$ cat config.mk
export PLATFORM = sky130hd
export DESIGN_NAME = video_core_top
export DESIGN_NICKNAME = d
export VERILOG_FILES = /design/src/common/video_pkg.sv /design/src/hdl/bridge_regs.sv /design/src/hdl/square_mover.sv /design/src/hdl/video_core_top.sv /design/src/video/pixel_compose.sv /design/src/video/video_timing.sv
export SDC_FILE = /design/constraint.sdc
export NUM_CORES = 1
export LEC_CHECK = 0
export ABC_CLOCK_PERIOD_IN_PS = 6500
export BUFFER_PORTS_ARGS = -buffer_cell sky130_fd_sc_hd__clkbuf_2
export CORE_UTILIZATION = 40
export CTS_CLUSTER_DIAMETER = 150
export CTS_CLUSTER_SIZE = 30
export DETAILED_ROUTE_END_ITERATION = 8
export MAX_ROUTING_LAYER = met4
export PLACE_DENSITY_LB_ADDON = 0.12
export SLEW_MARGIN = 10
export SYNTH_ARGS = -nofsm -noshare
export SYNTH_HDL_FRONTEND = slang
export SYNTH_SLANG_ARGS = --single-unit
$ cat constraint.sdc
create_clock -name clk_74a -period 6.5 [get_ports clk_74a]
set_input_delay 1.3 -clock clk_74a [delete_from_list [all_inputs] [get_ports clk_74a]]
set_output_delay 1.3 -clock clk_74a [all_outputs]
set_load 0.01 [all_outputs]
$ cat src/common/video_pkg.sv
// shared definitions for the test-pattern video core
// raster and square geometry, colour constants, bridge map,
// key bit positions and the pixel and bus types

package video_pkg;

    //////////////////////////////////////////////////////////////////////
    // types
    //////////////////////////////////////////////////////////////////////

    // free-running raster counter, unsigned
    typedef logic [9:0] raster_t;

    // visible coordinate or square position, may go negative
    typedef logic signed [9:0] coord_t;

    // 8 bits each of red, green, blue
    typedef logic [23:0] rgb_t;

    // controller key bitmap, one bit per button
    typedef logic [15:0] key_map_t;

    // bridge address and data word
    typedef logic [31:0] bridge_word_t;

    // square either steered by the d-pad or sliding under the menu
    typedef enum logic {
        mode_steer,
        mode_slide
    } square_mode_t;

    //////////////////////////////////////////////////////////////////////
    // raster geometry, 400 x 512 = 204800 clocks per frame
    //////////////////////////////////////////////////////////////////////

    localparam raster_t h_total   = 10'd400;
    localparam raster_t h_bporch  = 10'd10;
    localparam raster_t h_active  = 10'd320;
    // hsync column, a few clocks after vsync
    localparam raster_t h_sync_x  = 10'd3;

    localparam raster_t v_total   = 10'd512;
    localparam raster_t v_bporch  = 10'd10;
    localparam raster_t v_active  = 10'd288;

    // square size and start position in visible coordinates
    localparam coord_t square_size   = 10'sd50;
    localparam coord_t square_init_x = 10'sd135;
    localparam coord_t square_init_y = 10'sd119;

    // colours
    localparam rgb_t rgb_black   = 24'h000000;
    localparam rgb_t rgb_white   = 24'hffffff;
    localparam rgb_t rgb_red     = 24'hff0000;
    localparam rgb_t rgb_green   = 24'h00ff00;
    localparam rgb_t rgb_blue    = 24'h0000ff;
    localparam rgb_t rgb_magenta = 24'hff00ff;

    // debug border register on the bridge
    localparam bridge_word_t border_reg_addr  = 32'h50000000;
    localparam logic         border_reset_val = 1'b1;

    // bit positions in the key bitmap
    localparam int key_up    = 0;
    localparam int key_down  = 1;
    localparam int key_left  = 2;
    localparam int key_right = 3;
    localparam int key_a     = 4;
    localparam int key_b     = 5;

endpackage

$ cat src/hdl/bridge_regs.sv
// border control register on the host bridge
// bridge read mux, zero at unmapped addresses

`timescale 1ns/10ps

module bridge_regs import video_pkg::*; (
    input  logic         clk_74a,
    input  logic         reset_n,
    input  bridge_word_t bridge_addr,
    input  logic         bridge_wr,
    input  bridge_word_t bridge_wr_data,
    output bridge_word_t bridge_rd_data,
    output logic         border_on
);

    logic border_sel;

    // single mapped register
    assign border_sel = (bridge_addr == border_reg_addr);

    // write strobe is one cycle, only bit 0 is kept
    always_ff @(posedge clk_74a or negedge reset_n) begin
        if (!reset_n) begin
            border_on <= border_reset_val;
        end else if (bridge_wr && border_sel) begin
            border_on <= bridge_wr_data[0];
        end
    end

    // reads are combinational, no wait states
    always_comb begin
        if (border_sel) begin
            bridge_rd_data = {31'b0, border_on};
        end else begin
            // unmapped space reads zero
            bridge_rd_data = '0;
        end
    end

endmodule

$ cat src/hdl/square_mover.sv
// steer/slide mode FSM for the square
// square position registers, updated once per frame

`timescale 1ns/10ps

module square_mover import video_pkg::*; (
    input  logic     clk_74a,
    input  logic     reset_n,
    input  logic     frame_start,
    input  key_map_t keys,
    input  logic     menu_open,
    output coord_t   square_x,
    output coord_t   square_y
);

    square_mode_t mode;

    //////////////////////////////////////////////////////////////////////
    // position and mode, stepped at the frame start pixel
    //////////////////////////////////////////////////////////////////////

    // mode taken at one frame start drives the step at the next one
    always_ff @(posedge clk_74a or negedge reset_n) begin
        if (!reset_n) begin
            mode     <= mode_steer;
            square_x <= square_init_x;
            square_y <= square_init_y;
        end else if (frame_start) begin
            mode <= menu_open ? mode_slide : mode_steer;

            // up and down work in both modes
            // down checked last, so it wins when both are held
            if (keys[key_up] && (square_y > 10'sd0)) begin
                square_y <= square_y - 10'sd1;
            end
            if (keys[key_down] && (square_y < coord_t'(v_active) - square_size)) begin
                square_y <= square_y + 10'sd1;
            end

            case (mode)
                mode_steer: begin
                    // clamped to the active width
                    if (keys[key_left] && (square_x > 10'sd0)) begin
                        square_x <= square_x - 10'sd1;
                    end
                    if (keys[key_right] && (square_x < coord_t'(h_active) - square_size)) begin
                        square_x <= square_x + 10'sd1;
                    end
                end
                mode_slide: begin
                    // drift right, reappear fully off the left edge
                    if (square_x == coord_t'(h_active)) begin
                        square_x <= -square_size;
                    end else begin
                        square_x <= square_x + 10'sd1;
                    end
                end
                default: begin
                    square_x <= square_x;
                end
            endcase
        end
    end

    //////////////////////////////////////////////////////////////////////
    // checks
    //////////////////////////////////////////////////////////////////////

    // vertical clamp holds in both modes
    a_square_y_range: assert property (
        @(posedge clk_74a) disable iff (!reset_n)
        (square_y >= 10'sd0) && (square_y <= coord_t'(v_active) - square_size)
    );

endmodule

$ cat src/hdl/video_core_top.sv
// top level of the test-pattern video core
// raster timing, square mover, bridge registers, pixel output

`timescale 1ns/10ps

module video_core_top import video_pkg::*; (
    input  logic         clk_74a,
    input  logic         reset_n,

    // host bridge, bridge_rd kept for bus compatibility only
    input  bridge_word_t bridge_addr,
    input  logic         bridge_rd,
    input  logic         bridge_wr,
    input  bridge_word_t bridge_wr_data,
    output bridge_word_t bridge_rd_data,

    // controller and menu, already on clk_74a
    input  key_map_t     cont1_key,
    input  logic         osnotify_inmenu,

    // video to the scaler
    output rgb_t         video_rgb,
    output logic         video_de,
    output logic         video_hs,
    output logic         video_vs
);

    raster_t x_count;
    raster_t y_count;
    coord_t  visible_x;
    coord_t  visible_y;
    logic    frame_start;
    coord_t  square_x;
    coord_t  square_y;
    logic    border_on;

    //////////////////////////////////////////////////////////////////////
    // blocks
    //////////////////////////////////////////////////////////////////////

    video_timing u_timing (
        .clk_74a     (clk_74a),
        .reset_n     (reset_n),
        .x_count     (x_count),
        .y_count     (y_count),
        .visible_x   (visible_x),
        .visible_y   (visible_y),
        .frame_start (frame_start)
    );

    square_mover u_square (
        .clk_74a     (clk_74a),
        .reset_n     (reset_n),
        .frame_start (frame_start),
        .keys        (cont1_key),
        .menu_open   (osnotify_inmenu),
        .square_x    (square_x),
        .square_y    (square_y)
    );

    bridge_regs u_bridge (
        .clk_74a        (clk_74a),
        .reset_n        (reset_n),
        .bridge_addr    (bridge_addr),
        .bridge_wr      (bridge_wr),
        .bridge_wr_data (bridge_wr_data),
        .bridge_rd_data (bridge_rd_data),
        .border_on      (border_on)
    );

    pixel_compose u_compose (
        .clk_74a     (clk_74a),
        .reset_n     (reset_n),
        .x_count     (x_count),
        .y_count     (y_count),
        .visible_x   (visible_x),
        .visible_y   (visible_y),
        .frame_start (frame_start),
        .square_x    (square_x),
        .square_y    (square_y),
        .border_on   (border_on),
        .keys        (cont1_key),
        .video_rgb   (video_rgb),
        .video_de    (video_de),
        .video_hs    (video_hs),
        .video_vs    (video_vs)
    );

endmodule

$ cat src/video/pixel_compose.sv
// pixel colour for the active window
// debug border, square with button-driven fill
// registered colour, data enable and sync outputs

`timescale 1ns/10ps

module pixel_compose import video_pkg::*; (
    input  logic     clk_74a,
    input  logic     reset_n,
    input  raster_t  x_count,
    input  raster_t  y_count,
    input  coord_t   visible_x,
    input  coord_t   visible_y,
    input  logic     frame_start,
    input  coord_t   square_x,
    input  coord_t   square_y,
    input  logic     border_on,
    input  key_map_t keys,
    output rgb_t     video_rgb,
    output logic     video_de,
    output logic     video_hs,
    output logic     video_vs
);

    logic in_window;
    logic in_square;
    logic in_inner;
    rgb_t pixel_rgb;

    // active window, 320 x 288 after the back porches
    assign in_window = (x_count >= h_bporch) && (x_count < h_bporch + h_active) &&
                       (y_count >= v_bporch) && (y_count < v_bporch + v_active);

    // outline of the square, 50 x 50
    assign in_square = (visible_x >= square_x) && (visible_x < square_x + square_size) &&
                       (visible_y >= square_y) && (visible_y < square_y + square_size);

    // fill, one pixel in from each edge
    assign in_inner = (visible_x >  square_x) &&
                      (visible_x <  square_x + square_size - 10'sd1) &&
                      (visible_y >  square_y) &&
                      (visible_y <  square_y + square_size - 10'sd1);

    //////////////////////////////////////////////////////////////////////
    // colour selection
    //////////////////////////////////////////////////////////////////////

    always_comb begin
        // porches and background are black
        pixel_rgb = rgb_black;
        if (in_window) begin
            // debug border, left and right edges win over top and bottom
            if (border_on) begin
                if (visible_x == 10'sd0) begin
                    pixel_rgb = rgb_white;
                end else if (visible_x == coord_t'(h_active - 10'd1)) begin
                    pixel_rgb = rgb_green;
                end else if (visible_y == 10'sd0) begin
                    pixel_rgb = rgb_red;
                end else if (visible_y == coord_t'(v_active - 10'd1)) begin
                    pixel_rgb = rgb_blue;
                end
            end
            // square drawn over the border
            if (in_square) begin
                pixel_rgb = rgb_black;
            end
            // buttons can change mid-frame, so the fill may tear
            if (in_inner) begin
                if (keys[key_a]) begin
                    pixel_rgb = rgb_magenta;
                end else if (keys[key_b]) begin
                    pixel_rgb = rgb_green;
                end else begin
                    pixel_rgb = rgb_white;
                end
            end
        end
    end

    //////////////////////////////////////////////////////////////////////
    // output registers, one clock behind the counters
    //////////////////////////////////////////////////////////////////////

    always_ff @(posedge clk_74a or negedge reset_n) begin
        if (!reset_n) begin
            video_rgb <= rgb_black;
            video_de  <= 1'b0;
            video_hs  <= 1'b0;
            video_vs  <= 1'b0;
        end else begin
            video_rgb <= pixel_rgb;
            video_de  <= in_window;
            // hs a few clocks after vs, never on the same cycle
            video_hs  <= (x_count == h_sync_x);
            video_vs  <= frame_start;
        end
    end

    // vsync falls in the porch, away from any active line
    a_de_not_at_vs: assert property (
        @(posedge clk_74a) disable iff (!reset_n)
        !($rose(video_de) && video_vs)
    );

endmodule

$ cat src/video/video_timing.sv
// raster counter for the 400 x 512 frame
// visible coordinates relative to the back porches
// frame start strobe

`timescale 1ns/10ps

module video_timing import video_pkg::*; (
    input  logic    clk_74a,
    input  logic    reset_n,
    output raster_t x_count,
    output raster_t y_count,
    output coord_t  visible_x,
    output coord_t  visible_y,
    output logic    frame_start
);

    //////////////////////////////////////////////////////////////////////
    // raster counters
    //////////////////////////////////////////////////////////////////////

    // x runs every clock, y steps once per line
    always_ff @(posedge clk_74a or negedge reset_n) begin
        if (!reset_n) begin
            x_count <= '0;
            y_count <= '0;
        end else begin
            if (x_count == h_total - 10'd1) begin
                x_count <= '0;
                // end of line, move down or back to the top
                if (y_count == v_total - 10'd1) begin
                    y_count <= '0;
                end else begin
                    y_count <= y_count + 10'd1;
                end
            end else begin
                x_count <= x_count + 10'd1;
            end
        end
    end

    // visible coordinates, negative inside the back porch
    assign visible_x = coord_t'(x_count - h_bporch);
    assign visible_y = coord_t'(y_count - v_bporch);

    // top-left corner of the raster
    // sits in the porch, so the square can move here without tearing
    assign frame_start = (x_count == '0) && (y_count == '0);

    //////////////////////////////////////////////////////////////////////
    // checks
    //////////////////////////////////////////////////////////////////////

    // line length never overruns
    a_x_in_line: assert property (
        @(posedge clk_74a) disable iff (!reset_n)
        x_count < h_total
    );

endmodule
==> metrics.csv, run 1 <==
stage,metric,value,unit
critical_path,Critical Path Start Type,flip-flop,
die,starting utilization of the core area,0.417,
sta,aggregate negative setup slack,0,ps
cells_and_area,total number of nets in the final design,885,
global_route,first-pass GRT wire length,21300,um
yosys,largest family of logic cells by synthesized area,adder cells,
min_path,worst hold path depth,2,
global_route,antenna violations before repair,0,
yosys,simple-gate share of the synthesized area,0.194,
critical_path,worst endpoint data arrival time,4090,ps
critical_path,maximum fanout along the worst path,8,
yosys,number of cells produced by synthesis,672,
yosys,Post-synth EDFFs,0,
yosys,Yosys top cell by area,sky130_fd_sc_hd__ha_1,
critical_path,R2R cell count,16,
sta,unrepaired setup endpoints after global routing,false,
clock_tree,number of sinks driven by the clock tree,48,
sta,Least-Margin Pin Slew,916,ps
yosys,summed instance area of the synthesized netlist,0.00563,mm2
yosys,fraction of synthesis flops using an asynchronous set or reset pin,1.00,
clock_tree,H-tree levels,2,
sta,Slew HR,0.384,
yosys,share of synthesized area occupied by flip-flops and latches,0.216,
yosys,"post-synthesis share of cell area spent on full adders, half adders and majority gates",0.203,
die,Die Y-Extent,121,um
clock_tree,clock insertion delay at the later pin of the skew report,300,ps
sta,Pins Over Slew Limit,0,
sta,total setup violations reported at the end of the flow,0,
global_route,via count of the first global-routing pass,4456,
power_and_ir_drop,cell-internal power,0.000543,W
yosys,count of cell types in the netlist,67,
clock_tree,setup bufs post-CTS,0,
placed_design,weighted congestion reported at the end of routability-driven placement,0.831,
sta,fmax,0.253,GHz
power_and_ir_drop,Psw,0.000253,W
routing,first-iteration detailed-routing DRC count,234,
sta,"Period Utilization, post-route",0.609,
global_route,maximum number of pins on one net before global-route repair,49,
critical_path,Crit Path Class,reg -> reg,
power_and_ir_drop,power per cell area,133,mW/mm2
clock_tree,"Gates resized, CTS repair",0,
global_route,Total Routing Usage GR,0.188,
yosys,synthesis warning total,0,
routing,Routed wire per std cell,14.2,um
critical_path,critical path capture point type,flip-flop,
yosys,synthesized-area fraction occupied by xor and xnor cells,0.110,
placed_design,HPWL after DPL,10100,um
routing,DRC violations left,0,
routing,total routed wirelength,12600,um
routing,first-pass iteration count of the detailed router,4,
clock_tree,"Clk pin slew, worst setup/hold paths",70,ps
cells_and_area,share of final-layout standard cells stronger than drive strength 1,0.146,
sta,"Hold Vio Cnt, Final",0,
placed_design,pre-CTS worst setup slack,2250,ps
clock_tree,Max Buffers Root-to-Sink,2,
power_and_ir_drop,power share of the combinational group,0.256,
global_route,grt total ovfl,0,
flow_run,max-cap violation count,0,
power_and_ir_drop,total power,0.000796,W
min_path,min-delay worst type,reg -> reg,
routing,vias after detailed routing,4605,
yosys,most common flop cell mapped by yosys,sky130_fd_sc_hd__dfrtp_1,
yosys,"top cells by area, synth","sky130_fd_sc_hd__ha_1 20%, sky130_fd_sc_hd__dfrtp_1 16%, sky130_fd_sc_hd__buf_4 6.9%",
die,Die ar.,0.0145,mm2
sta,PnR worst setup slack,2540,ps
yosys,portion of synthesized cell area occupied by the leading cell type,0.198,
die,total core area,0.0135,mm2
clock_tree,master cell of the clock root buffer,sky130_fd_sc_hd__clkbuf_16,
clock_tree,CTS tree,built,
die,die span in x,121,um
routing,DR vias/cell,5.19,
cells_and_area,area growth from synthesis to layout,6.45,%
placed_design,port buffer count,70,
outcome,status,finished clean,
cells_and_area,Diodes inserted,0,
yosys,Synth Area in Compound Gates,0.141,
routing,post-route ant nets,0,
clock_tree,post-cts hold buffer count,0,
yosys,flip-flop and latch count after synthesis,48,
power_and_ir_drop,static leakage power,2.86,nW
clock_tree,clock buffers created by TritonCTS,5,
power_and_ir_drop,worst vdd rail ir drop,0.0895,mV
die,IO Pins,144,
power_and_ir_drop,clock share of power,0.342,
yosys,Mean Syn Cell Area,8.37,um2
sta,post-route minimum period,3960,ps
yosys,share of synthesized area spent on multiplexers,0.0158,
die,standard-cell row count,42,
sta,worst clock skew on the final layout,7.63,ps
power_and_ir_drop,Net Sw Frac,0.318,
power_and_ir_drop,Flop pwr share,0.402,
critical_path,worst path required time,6630,ps
## cell families after synthesis
family          Yosys count
compound gates          119
fa+ha+maj                91
xor+xnor                 70
flops                    48
buf+inv                 118
other cells               1
mux                       8
simple gates            217
## cells in the final DEF (no fill, tap or decap), types with 5 or more instances in the layout
cell type / instances
sky130_fd_sc_hd__ha_1: 89
sky130_fd_sc_hd__clkbuf_2: 70
sky130_fd_sc_hd__nand2_1: 53
sky130_fd_sc_hd__nor2_1: 47
sky130_fd_sc_hd__inv_1: 46
sky130_fd_sc_hd__xnor2_1: 44
sky130_fd_sc_hd__dfrtp_1: 37
sky130_fd_sc_hd__conb_1: 31
sky130_fd_sc_hd__a21oi_1: 28
sky130_fd_sc_hd__xor2_1: 25
sky130_fd_sc_hd__nand3_1: 24
sky130_fd_sc_hd__o21ai_0: 21
sky130_fd_sc_hd__nand4_1: 17
sky130_fd_sc_hd__nor4_1: 14
sky130_fd_sc_hd__nor3_1: 12
sky130_fd_sc_hd__nor2b_1: 11
sky130_fd_sc_hd__dfstp_2: 11
sky130_fd_sc_hd__o21ai_1: 10
sky130_fd_sc_hd__and3_1: 9
sky130_fd_sc_hd__o211ai_1: 7
sky130_fd_sc_hd__o21a_1: 6
sky130_fd_sc_hd__or3_1: 6
sky130_fd_sc_hd__a31oi_1: 5
sky130_fd_sc_hd__and2_1: 5
sky130_fd_sc_hd__a21o_1: 5
sky130_fd_sc_hd__o31ai_1: 5
sky130_fd_sc_hd__clkbuf_16: 5
## routing by layer
metal	vias to the layer above	track usage	part of all wire
met1	2128	0.247	0.51
li1	2361	-	-
met2	106	0.306	0.45
met3	10	0.0255	0.035
met4	0	0.0463	0.011
met5	-	-	0
## state kept, by name (all words and copies together), names as in the netlist
signal               flops
u_bridge.border_on       1
u_compose.video_de       1
u_compose.video_hs       1
u_compose.video_rgb      3
u_compose.video_vs       1
u_square.mode            1
u_square.square_x       10
u_square.square_y       10
u_timing.x_count        10
u_timing.y_count        10
## cells in the mapped netlist, types with 6 or more instances
library cell / number
sky130_fd_sc_hd__dfrtp_1: 37
sky130_fd_sc_hd__ha_1: 89
sky130_fd_sc_hd__nand4_1: 17
sky130_fd_sc_hd__o21ai_1: 10
sky130_fd_sc_hd__nor4_1: 14
sky130_fd_sc_hd__xor2_1: 25
sky130_fd_sc_hd__nand3_1: 24
sky130_fd_sc_hd__nor2_1: 47
sky130_fd_sc_hd__o211ai_1: 7
sky130_fd_sc_hd__and3_1: 9
sky130_fd_sc_hd__nor3_1: 12
sky130_fd_sc_hd__inv_1: 46
sky130_fd_sc_hd__xnor2_1: 44
sky130_fd_sc_hd__nor2b_1: 11
sky130_fd_sc_hd__a21oi_1: 28
sky130_fd_sc_hd__buf_4: 52
sky130_fd_sc_hd__o21ai_0: 21
sky130_fd_sc_hd__nand2_1: 53
sky130_fd_sc_hd__dfstp_2: 11
sky130_fd_sc_hd__o21a_1: 6
sky130_fd_sc_hd__or3_1: 6
sky130_fd_sc_hd__clkbuf_1: 12
## worst paths after layout
kind | from | to | slack [ps]
max | u_square.square_x[1] | u_compose.video_rgb[15] | 2540
min | u_square.square_y[4] | u_square.square_y[4] | 510
max reg2reg | u_square.square_x[1] | u_compose.video_rgb[15] | 2540
min reg2reg | u_square.square_y[4] | u_square.square_y[4] | 510
max in group asynchronous | reset_n | u_timing.y_count[6] | 4970
min in group asynchronous | reset_n | u_square.square_x[3] | 1100
## critical path, stage by stage, from the launching register on
cell and delay [ps]:
sky130_fd_sc_hd__dfstp_2 630, sky130_fd_sc_hd__ha_1 340, sky130_fd_sc_hd__a21oi_1 130, sky130_fd_sc_hd__xnor2_1 330
sky130_fd_sc_hd__nor2b_1 210, sky130_fd_sc_hd__nand2_1 90, sky130_fd_sc_hd__nor2_1 140, sky130_fd_sc_hd__nand2_1 90
sky130_fd_sc_hd__xnor2_1 130, sky130_fd_sc_hd__ha_1 300, sky130_fd_sc_hd__a211oi_1 240, sky130_fd_sc_hd__mux2i_1 120
sky130_fd_sc_hd__a21oi_1 120, sky130_fd_sc_hd__nand3_1 80, sky130_fd_sc_hd__nor4_1 470, sky130_fd_sc_hd__nand2_1 100
sky130_fd_sc_hd__o32ai_1 290
## through the flow
step,hold slack [ps],cell area [um2],util,cells
after CTS,517,5990,0.444,887
after global routing,539,5990,0.444,887
after detailed placement,510,5840,0.432,879
final,512,5990,0.444,887
after global placement,493,5840,0.432,879
after floorplan,473,5740,-,702
## power groups by stage
| stage | Sequential [W] | Combinational (W) | Clock [W] |
|---|---|---|---|
| floorplan | 0.000321 | 0.000165 | 0 |
| global placement | 0.000326 | 0.000196 | 0 |
| detailed placement | 0.000326 | 0.000202 | 0 |
| CTS | 0.000320 | 0.000204 | 0.000284 |
| global route | 0.000322 | 0.000234 | 0.000293 |
| finish | 0.000320 | 0.000203 | 0.000272 |
## area by class of cell
type                       count  area, um2
clock buffer                   5        125
clock inverter                 3       26.3
fill                        1343       7510
inverter                      46        173
multi-input combinational    536       3860
sequential                    48       1210
tap                          176        220
timing repair buffer          73        373
Power figures use the tool's default switching activity.
==> inputs of run 2 (changes only) <==
Settings changed: ABC_CLOCK_PERIOD_IN_PS 6500 to 3800.
Clock period 6.5 ns to 3.8 ns, I/O delays scaled along.
==> run 2 against run 1 <==
Compared with the run above: non-clock buffer count rose by 24; global-route usage grew 0.57 points; first-iteration DRC count up 9.0%; maximum frequency grew 11%; clock power rose by 100%; worst setup slack got worse by 2300 ps; sequential cell count is the same; largest cell class unchanged; critical path type unchanged; count of clock-buffer cells in the layout rose by 2; combinational power rose by 77%.
==> metrics.csv, run 2 (same netlist as run 1, synthesis figures left out) <==
stage,metric,value,unit,change
global_route,maximum number of pins on one net before global-route repair,43,,-12%
global_route,Total Routing Usage GR,0.194,,+0.00574
clock_tree,clock insertion delay at the later pin of the skew report,300,ps,about the same
die,die span in x,121,um,unchanged
critical_path,startpoint of the worst register-to-register path,u_square.square_x[2],,
critical_path,worst endpoint data arrival time,3800,ps,-290 ps
cells_and_area,total number of nets in the final design,909,,+2.7%
min_path,start point of the worst min-delay path,u_square.square_y[4],,
clock_tree,number of sinks driven by the clock tree,48,,unchanged
global_route,first-pass GRT wire length,21800,um,+2.4%
min_path,hold endpoint,u_square.square_y[4],,
die,total core area,0.0135,mm2,unchanged
clock_tree,post-cts hold buffer count,0,,unchanged
power_and_ir_drop,total power,0.00146,W,+83%
sta,fmax,0.281,GHz,+11%
clock_tree,CTS tree,built,,
critical_path,r2r endpoint,u_compose.video_rgb[15],,
sta,Least-Margin Pin Slew,993,ps,+77.7 ps
critical_path,R2R cell count,18,,+2
min_path,worst hold path depth,2,,unchanged
critical_path,worst path required time,4040,ps,-2590 ps
routing,total routed wirelength,13100,um,+4.0%
clock_tree,master cell of the clock root buffer,sky130_fd_sc_hd__clkbuf_16,,
sta,Slew HR,0.338,,-0.0462
placed_design,weighted congestion reported at the end of routability-driven placement,0.874,,+5.1%
global_route,grt total ovfl,0,,unchanged
die,IO Pins,144,,unchanged
power_and_ir_drop,power per cell area,234,mW/mm2,+76%
min_path,min-delay worst type,reg -> reg,,
cells_and_area,area growth from synthesis to layout,10.5,%,
clock_tree,H-tree levels,2,,unchanged
global_route,via count of the first global-routing pass,4527,,+1.6%
cells_and_area,"commonest cells after routing, fill and taps aside","89 x sky130_fd_sc_hd__ha_1, 69 x sky130_fd_sc_hd__clkbuf_2, 53 x sky130_fd_sc_hd__nand2_1",,
cells_and_area,Diodes inserted,0,,unchanged
critical_path,"setup slack, reg-to-reg",240,ps,-2300 ps
sta,"Period Utilization, post-route",0.937,,+0.328
sta,total setup violations reported at the end of the flow,0,,unchanged
die,standard-cell row count,42,,unchanged
routing,first-iteration detailed-routing DRC count,255,,+9.0%
die,starting utilization of the core area,0.417,,unchanged
sta,aggregate negative setup slack,0,ps,unchanged
routing,DR vias/cell,5.20,,+0.24%
sta,Fin Hold WS,515,ps,+3.53 ps
die,Die ar.,0.0145,mm2,unchanged
outcome,status,finished clean,,
sta,worst clock skew on the final layout,5.10,ps,-2.53 ps
power_and_ir_drop,worst vdd rail ir drop,0.203,mV,+130%
sta,unrepaired setup endpoints after global routing,false,,
critical_path,Crit Path Class,reg -> reg,,
flow_run,max-cap violation count,0,,unchanged
cells_and_area,"commonest non-fill, non-tap cell in the layout",sky130_fd_sc_hd__ha_1,,
global_route,antenna violations before repair,0,,unchanged
routing,DRC violations left,0,,unchanged
placed_design,port buffer count,70,,unchanged
routing,post-route ant nets,0,,unchanged
sta,post-route minimum period,3560,ps,-398 ps
die,Die Y-Extent,121,um,unchanged
power_and_ir_drop,static leakage power,3.00,nW,+4.8%
critical_path,Critical Path Start Type,flip-flop,,
critical_path,maximum fanout along the worst path,7,,-1
routing,vias after detailed routing,4741,,+3.0%
routing,Routed wire per std cell,14.3,um,+1.2%
sta,Pins Over Slew Limit,0,,unchanged
critical_path,critical path capture point type,flip-flop,,
routing,first-pass iteration count of the detailed router,4,,unchanged
sta,"Hold Vio Cnt, Final",0,,unchanged
clock_tree,"Clk pin slew, worst setup/hold paths",70,ps,about the same
clock_tree,clock buffers created by TritonCTS,5,,unchanged
clock_tree,Max Buffers Root-to-Sink,2,,unchanged
cells_and_area,share of final-layout standard cells stronger than drive strength 1,0.178,,+0.0320
placed_design,HPWL after DPL,10400,um,+3.0%
-- run 2: worst max path at each step --
stage / cells after the start / from / slack [ps] / end
floorplan: 11 / u_square.square_y[1] / 330 / u_square.square_y[9]
global placement: 18 / u_square.square_x[1] / 240 / u_compose.video_rgb[15]
detailed placement: 18 / u_square.square_x[1] / 150 / u_compose.video_rgb[15]
CTS: 18 / u_square.square_x[1] / 120 / u_compose.video_rgb[15]
finish: 18 / u_square.square_x[2] / 240 / u_compose.video_rgb[15]
global route: 18 / u_square.square_x[2] / 7 / u_compose.video_rgb[15]
-- run 2: power by group --
group / switching [W] / internal, W / leakage [nW]
combinational: 0.000200 / 0.000160 / 2.32
sequential: 0.0000191 / 0.000526 / 0.593
clock: 0.000205 / 0.000347 / 0.0901
-- run 2: worst max-delay path, cell delays in order, from the launching register on --
cell and delay, ps:
sky130_fd_sc_hd__dfstp_2 610, sky130_fd_sc_hd__ha_1 220, sky130_fd_sc_hd__a21oi_1 90, sky130_fd_sc_hd__xnor2_1 240
sky130_fd_sc_hd__nor2b_2 200, sky130_fd_sc_hd__nand2_1 80, sky130_fd_sc_hd__nor2_1 140, sky130_fd_sc_hd__nand2_1 80
sky130_fd_sc_hd__xnor2_1 120, sky130_fd_sc_hd__ha_1 300, sky130_fd_sc_hd__a211oi_1 240, sky130_fd_sc_hd__mux2i_1 100
sky130_fd_sc_hd__a21oi_1 120, sky130_fd_sc_hd__nand3_1 90, sky130_fd_sc_hd__nor4_2 320, sky130_fd_sc_hd__buf_4 170
sky130_fd_sc_hd__nand2_1 40, sky130_fd_sc_hd__o32ai_1 150, sky130_fd_sc_hd__buf_4 170
-- run 2: area by class of cell --
cell class,count,area (um2)
clock inverter,1,30.0
inverter,46,173
tap,176,220
fill,1337,7290
sequential,48,1210
multi-input combinational,536,3870
clock buffer,7,153
timing repair buffer,97,553
-- run 2: through the flow --
stage	utilization	worst slack (ps)	cell area (um2)	cells
detailed placement	0.445	150	6000	901
global route	0.460	7.00	6220	911
global placement	0.445	238	6000	901
finish	0.460	238	6220	911
floorplan	-	331	5740	702
CTS	0.458	123	6190	909
-- run 2: layer usage --
layer | GRT usage | up-vias | share of wire
met2 | 0.310 | 128 | 0.44
met3 | 0.0278 | 8 | 0.039
met5 | - | - | 0
li1 | - | 2399 | -
met1 | 0.259 | 2206 | 0.51
met4 | 0.0440 | 0 | 0.0087
-- run 2: repair_timing --
action                     4_1_cts  5_1_grt
setup buffers                    0        2
resized for setup                0        4
setup endpoints to repair        0        3
==> inputs of run 3 (changes only) <==
--- a/config.mk
+++ b/config.mk
@@ -7,3 +7,3 @@
 export LEC_CHECK = 0
-export ABC_CLOCK_PERIOD_IN_PS = 3800
+export ABC_CLOCK_PERIOD_IN_PS = 3200
 export BUFFER_PORTS_ARGS = -buffer_cell sky130_fd_sc_hd__clkbuf_2
==> constraint.sdc (replaced) <==
create_clock -name clk_74a -period 3.2 [get_ports clk_74a]
set_input_delay 0.32 -clock clk_74a [delete_from_list [all_inputs] [get_ports clk_74a]]
set_output_delay 0.32 -clock clk_74a [all_outputs]
set_load 0.01 [all_outputs]
==> run 3 against run 2 <==
Compared with the run above: the flow now finishes with violations (setup timing); power rose by 16%; worst setup slack got worse by 260 ps; non-clock buffer count rose by 54; core utilization rose by 4.1 points; largest power group is now sequential cells.
==> metrics.csv, run 3 (same netlist as run 1, synthesis figures left out) <==
stage,metric,value,unit,change
power_and_ir_drop,Flop pwr share,0.383,,+0.009
placed_design,placement-stage cell area,0.00637,mm2,+6.1%
power_and_ir_drop,cell-internal power,0.00117,W,+13%
critical_path,r2r endpoint,u_compose.video_rgb[15],,
clock_tree,clock insertion delay at the later pin of the skew report,290,ps,about the same
power_and_ir_drop,worst vdd rail ir drop,0.163,mV,-20%
sta,Slew HR,0.491,,+0.154
global_route,grt total ovfl,0,,unchanged
sta,Least-Margin Pin Slew,763,ps,-231 ps
sta,worst clock skew on the final layout,5.62,ps,+0.524 ps
clock_tree,number of sinks driven by the clock tree,48,,unchanged
clock_tree,CTS tree,built,,
power_and_ir_drop,power per cell area,249,mW/mm2,+6.0%
cells_and_area,area of all placed cells without fillers,0.00678,mm2,+9.0%
critical_path,critical path cell sequence,buf_6 -> inv_1 -> ha_4 -> inv_2 -> and3_4 -> xnor2_1 -> ha_1 -> a2111o_1 -> a31oi_2 -> o22ai_2 -> nor4_4 -> nand3b_1 -> o32ai_2,,
routing,Routed wire per std cell,13.9,um,-2.9%
sta,total setup violations reported at the end of the flow,2,,+2
die,standard-cell row count,42,,unchanged
power_and_ir_drop,power share of the combinational group,0.293,,+0.046
routing,first-pass iteration count of the detailed router,5,,+1
routing,first-iteration detailed-routing DRC count,200,,-22%
cells_and_area,Diodes inserted,0,,unchanged
power_and_ir_drop,clock share of power,0.323,,-0.056
die,IO Pins,144,,unchanged
global_route,Total Routing Usage GR,0.201,,+0.00738
critical_path,"setup slack, reg-to-reg",-30,ps,-260 ps
sta,aggregate negative setup slack,-34.8,ps,-34.8 ps
critical_path,R2R cell count,13,,-5
sta,"Hold Vio Cnt, Final",0,,unchanged
die,starting utilization of the core area,0.417,,unchanged
critical_path,crit path capture,u_compose.video_rgb[15],,
global_route,first-pass GRT wire length,22800,um,+4.5%
critical_path,critical path capture point type,flip-flop,,
critical_path,crit path from,u_square.square_x[2],,
critical_path,Critical Path Start Type,flip-flop,,
clock_tree,master cell of the clock root buffer,sky130_fd_sc_hd__clkbuf_16,,
sta,PnR worst setup slack,-25.8,ps,-263 ps
global_route,via count of the first global-routing pass,4779,,+5.6%
routing,DR vias/cell,5.11,,-1.9%
global_route,maximum number of pins on one net before global-route repair,27,,-37%
sta,post-route minimum period,3230,ps,-337 ps
placed_design,weighted congestion reported at the end of routability-driven placement,0.826,,-5.4%
cells_and_area,area growth from synthesis to layout,20.4,%,
cells_and_area,total number of nets in the final design,963,,+5.9%
die,die span in x,121,um,unchanged
cells_and_area,"commonest non-fill, non-tap cell in the layout",sky130_fd_sc_hd__ha_1,,
routing,total routed wirelength,13400,um,+2.8%
min_path,min-delay worst type,in -> async,,
critical_path,startpoint of the worst register-to-register path,u_square.square_x[2],,
outcome,status,"complete, but fails checks",,
clock_tree,"Clk pin slew, worst setup/hold paths",60,ps,about the same
die,Die ar.,0.0145,mm2,unchanged
critical_path,maximum fanout along the worst path,5,,-2
placed_design,port buffer count,70,,unchanged
cells_and_area,share of final-layout standard cells stronger than drive strength 1,0.274,,+0.0955
critical_path,worst path required time,3360,ps,-680 ps
critical_path,worst endpoint data arrival time,3390,ps,-410 ps
outcome,violated checks,setup timing,,
flow_run,max-cap violation count,0,,unchanged
power_and_ir_drop,Net Sw Frac,0.305,,+0.0135
routing,post-route ant nets,0,,unchanged
cells_and_area,"commonest cells after routing, fill and taps aside","87 x sky130_fd_sc_hd__ha_1, 79 x sky130_fd_sc_hd__buf_4, 70 x sky130_fd_sc_hd__clkbuf_2",,
die,total core area,0.0135,mm2,unchanged
sta,"Period Utilization, post-route",1.01,,+0.0706
cells_and_area,utilization of the core after routing,0.502,,+0.0412
die,Die Y-Extent,121,um,unchanged
routing,DRC violations left,0,,unchanged
clock_tree,Max Buffers Root-to-Sink,2,,unchanged
critical_path,Crit Path Class,reg -> reg,,
clock_tree,post-cts hold buffer count,0,,unchanged
placed_design,HPWL after DPL,10900,um,+5.0%
power_and_ir_drop,static leakage power,3.31,nW,+10%
critical_path,master of the slowest instance on the critical path,sky130_fd_sc_hd__dfstp_2,,
clock_tree,clock buffers created by TritonCTS,5,,unchanged
global_route,antenna violations before repair,0,,unchanged
sta,unrepaired setup endpoints after global routing,true,,
routing,vias after detailed routing,4927,,+3.9%
critical_path,delay of the slowest critical-path stage,580,ps,-30 ps
sta,fmax,0.310,GHz,+10%
power_and_ir_drop,Psw,0.000513,W,+21%
sta,Pins Over Slew Limit,0,,unchanged
clock_tree,H-tree levels,2,,unchanged
## run 3: changes by cell type in the layout (fill, tap and decap cells not counted), moves of 3 or more
cell,change
sky130_fd_sc_hd__and3_1,-3
sky130_fd_sc_hd__inv_1,-3
sky130_fd_sc_hd__buf_4,+52
sky130_fd_sc_hd__inv_2,+3
sky130_fd_sc_hd__xnor2_2,+5
sky130_fd_sc_hd__xnor2_1,-5
## run 3: what timing repair did
| item | 4_1_cts | 5_1_grt |
|---|---|---|
| gates cloned | 0 | 0 |
| setup buffers | 6 | 2 |
| endpoints found under the setup margin | 3 | 6 |
| pin swaps | 7 | 1 |
| gates resized for setup | 21 | 19 |
## run 3: how the worst min path moves through the flow
stage	cells past startpoint	start	endpoint
final	1	reset_n	u_square.square_x[5]
after global routing	1	reset_n	u_timing.x_count[1]
after CTS	1	reset_n	u_square.square_x[5]
after detailed placement	1	reset_n	u_square.square_x[9]
after global placement	1	reset_n	u_square.square_x[5]
after floorplan	0	reset_n	u_compose.video_de
## run 3: critical path, delay by kind of cell (launching register included)
kind	cells	cell delay (ps)
AND/OR/NAND/NOR	3	750
XOR/XNOR	1	120
buffers and inverters	3	240
AO/OA/AOI/OAI	4	790
flip-flops	1	580
adder cells (fa/ha/maj)	2	600
## run 3: power by group through the flow
| stage | Sequential, W | Clock [W] | Combinational (W) |
|---|---|---|---|
| after floorplan | 0.000651 | 0 | 0.000336 |
| after global placement | 0.000654 | 0 | 0.000449 |
| after detailed placement | 0.000654 | 0 | 0.000461 |
| after CTS | 0.000644 | 0.000564 | 0.000483 |
| after global routing | 0.000648 | 0.000589 | 0.000558 |
| final | 0.000646 | 0.000544 | 0.000494 |
## run 3: final cells by class
cell class,count,area (um2)
Clock buffer,8,146
Fill cell,1306,6730
Inverter,46,173
Multi-Input combinational cell,536,4060
Sequential cell,48,1210
Tap cell,176,220
Timing Repair Buffer,151,966
## run 3: metrics by stage
stage | hold slack [ps] | setup slack [ps] | total power (W) | instances
2_1_floorplan | 24.4 | -27.1 | 0.000987 | 702
3_3_place_gp | 425 | -88.0 | 0.00110 | 949
3_5_place_dp | 431 | -107 | 0.00112 | 949
4_1_cts | 115 | -12.0 | 0.00169 | 963
5_1_grt | 150 | -211 | 0.00179 | 965
6_report | 90.2 | -25.8 | 0.00168 | 965
## run 3: routing by layer
layer / GRT usage / vias up / wire (um)
met3: 0.0288 / 9 / 506
met4: 0.0417 / 0 / 116
met2: 0.321 / 129 / 6230
li1: - / 2510 / -
met5: - / - / 0
met1: 0.271 / 2279 / 6580
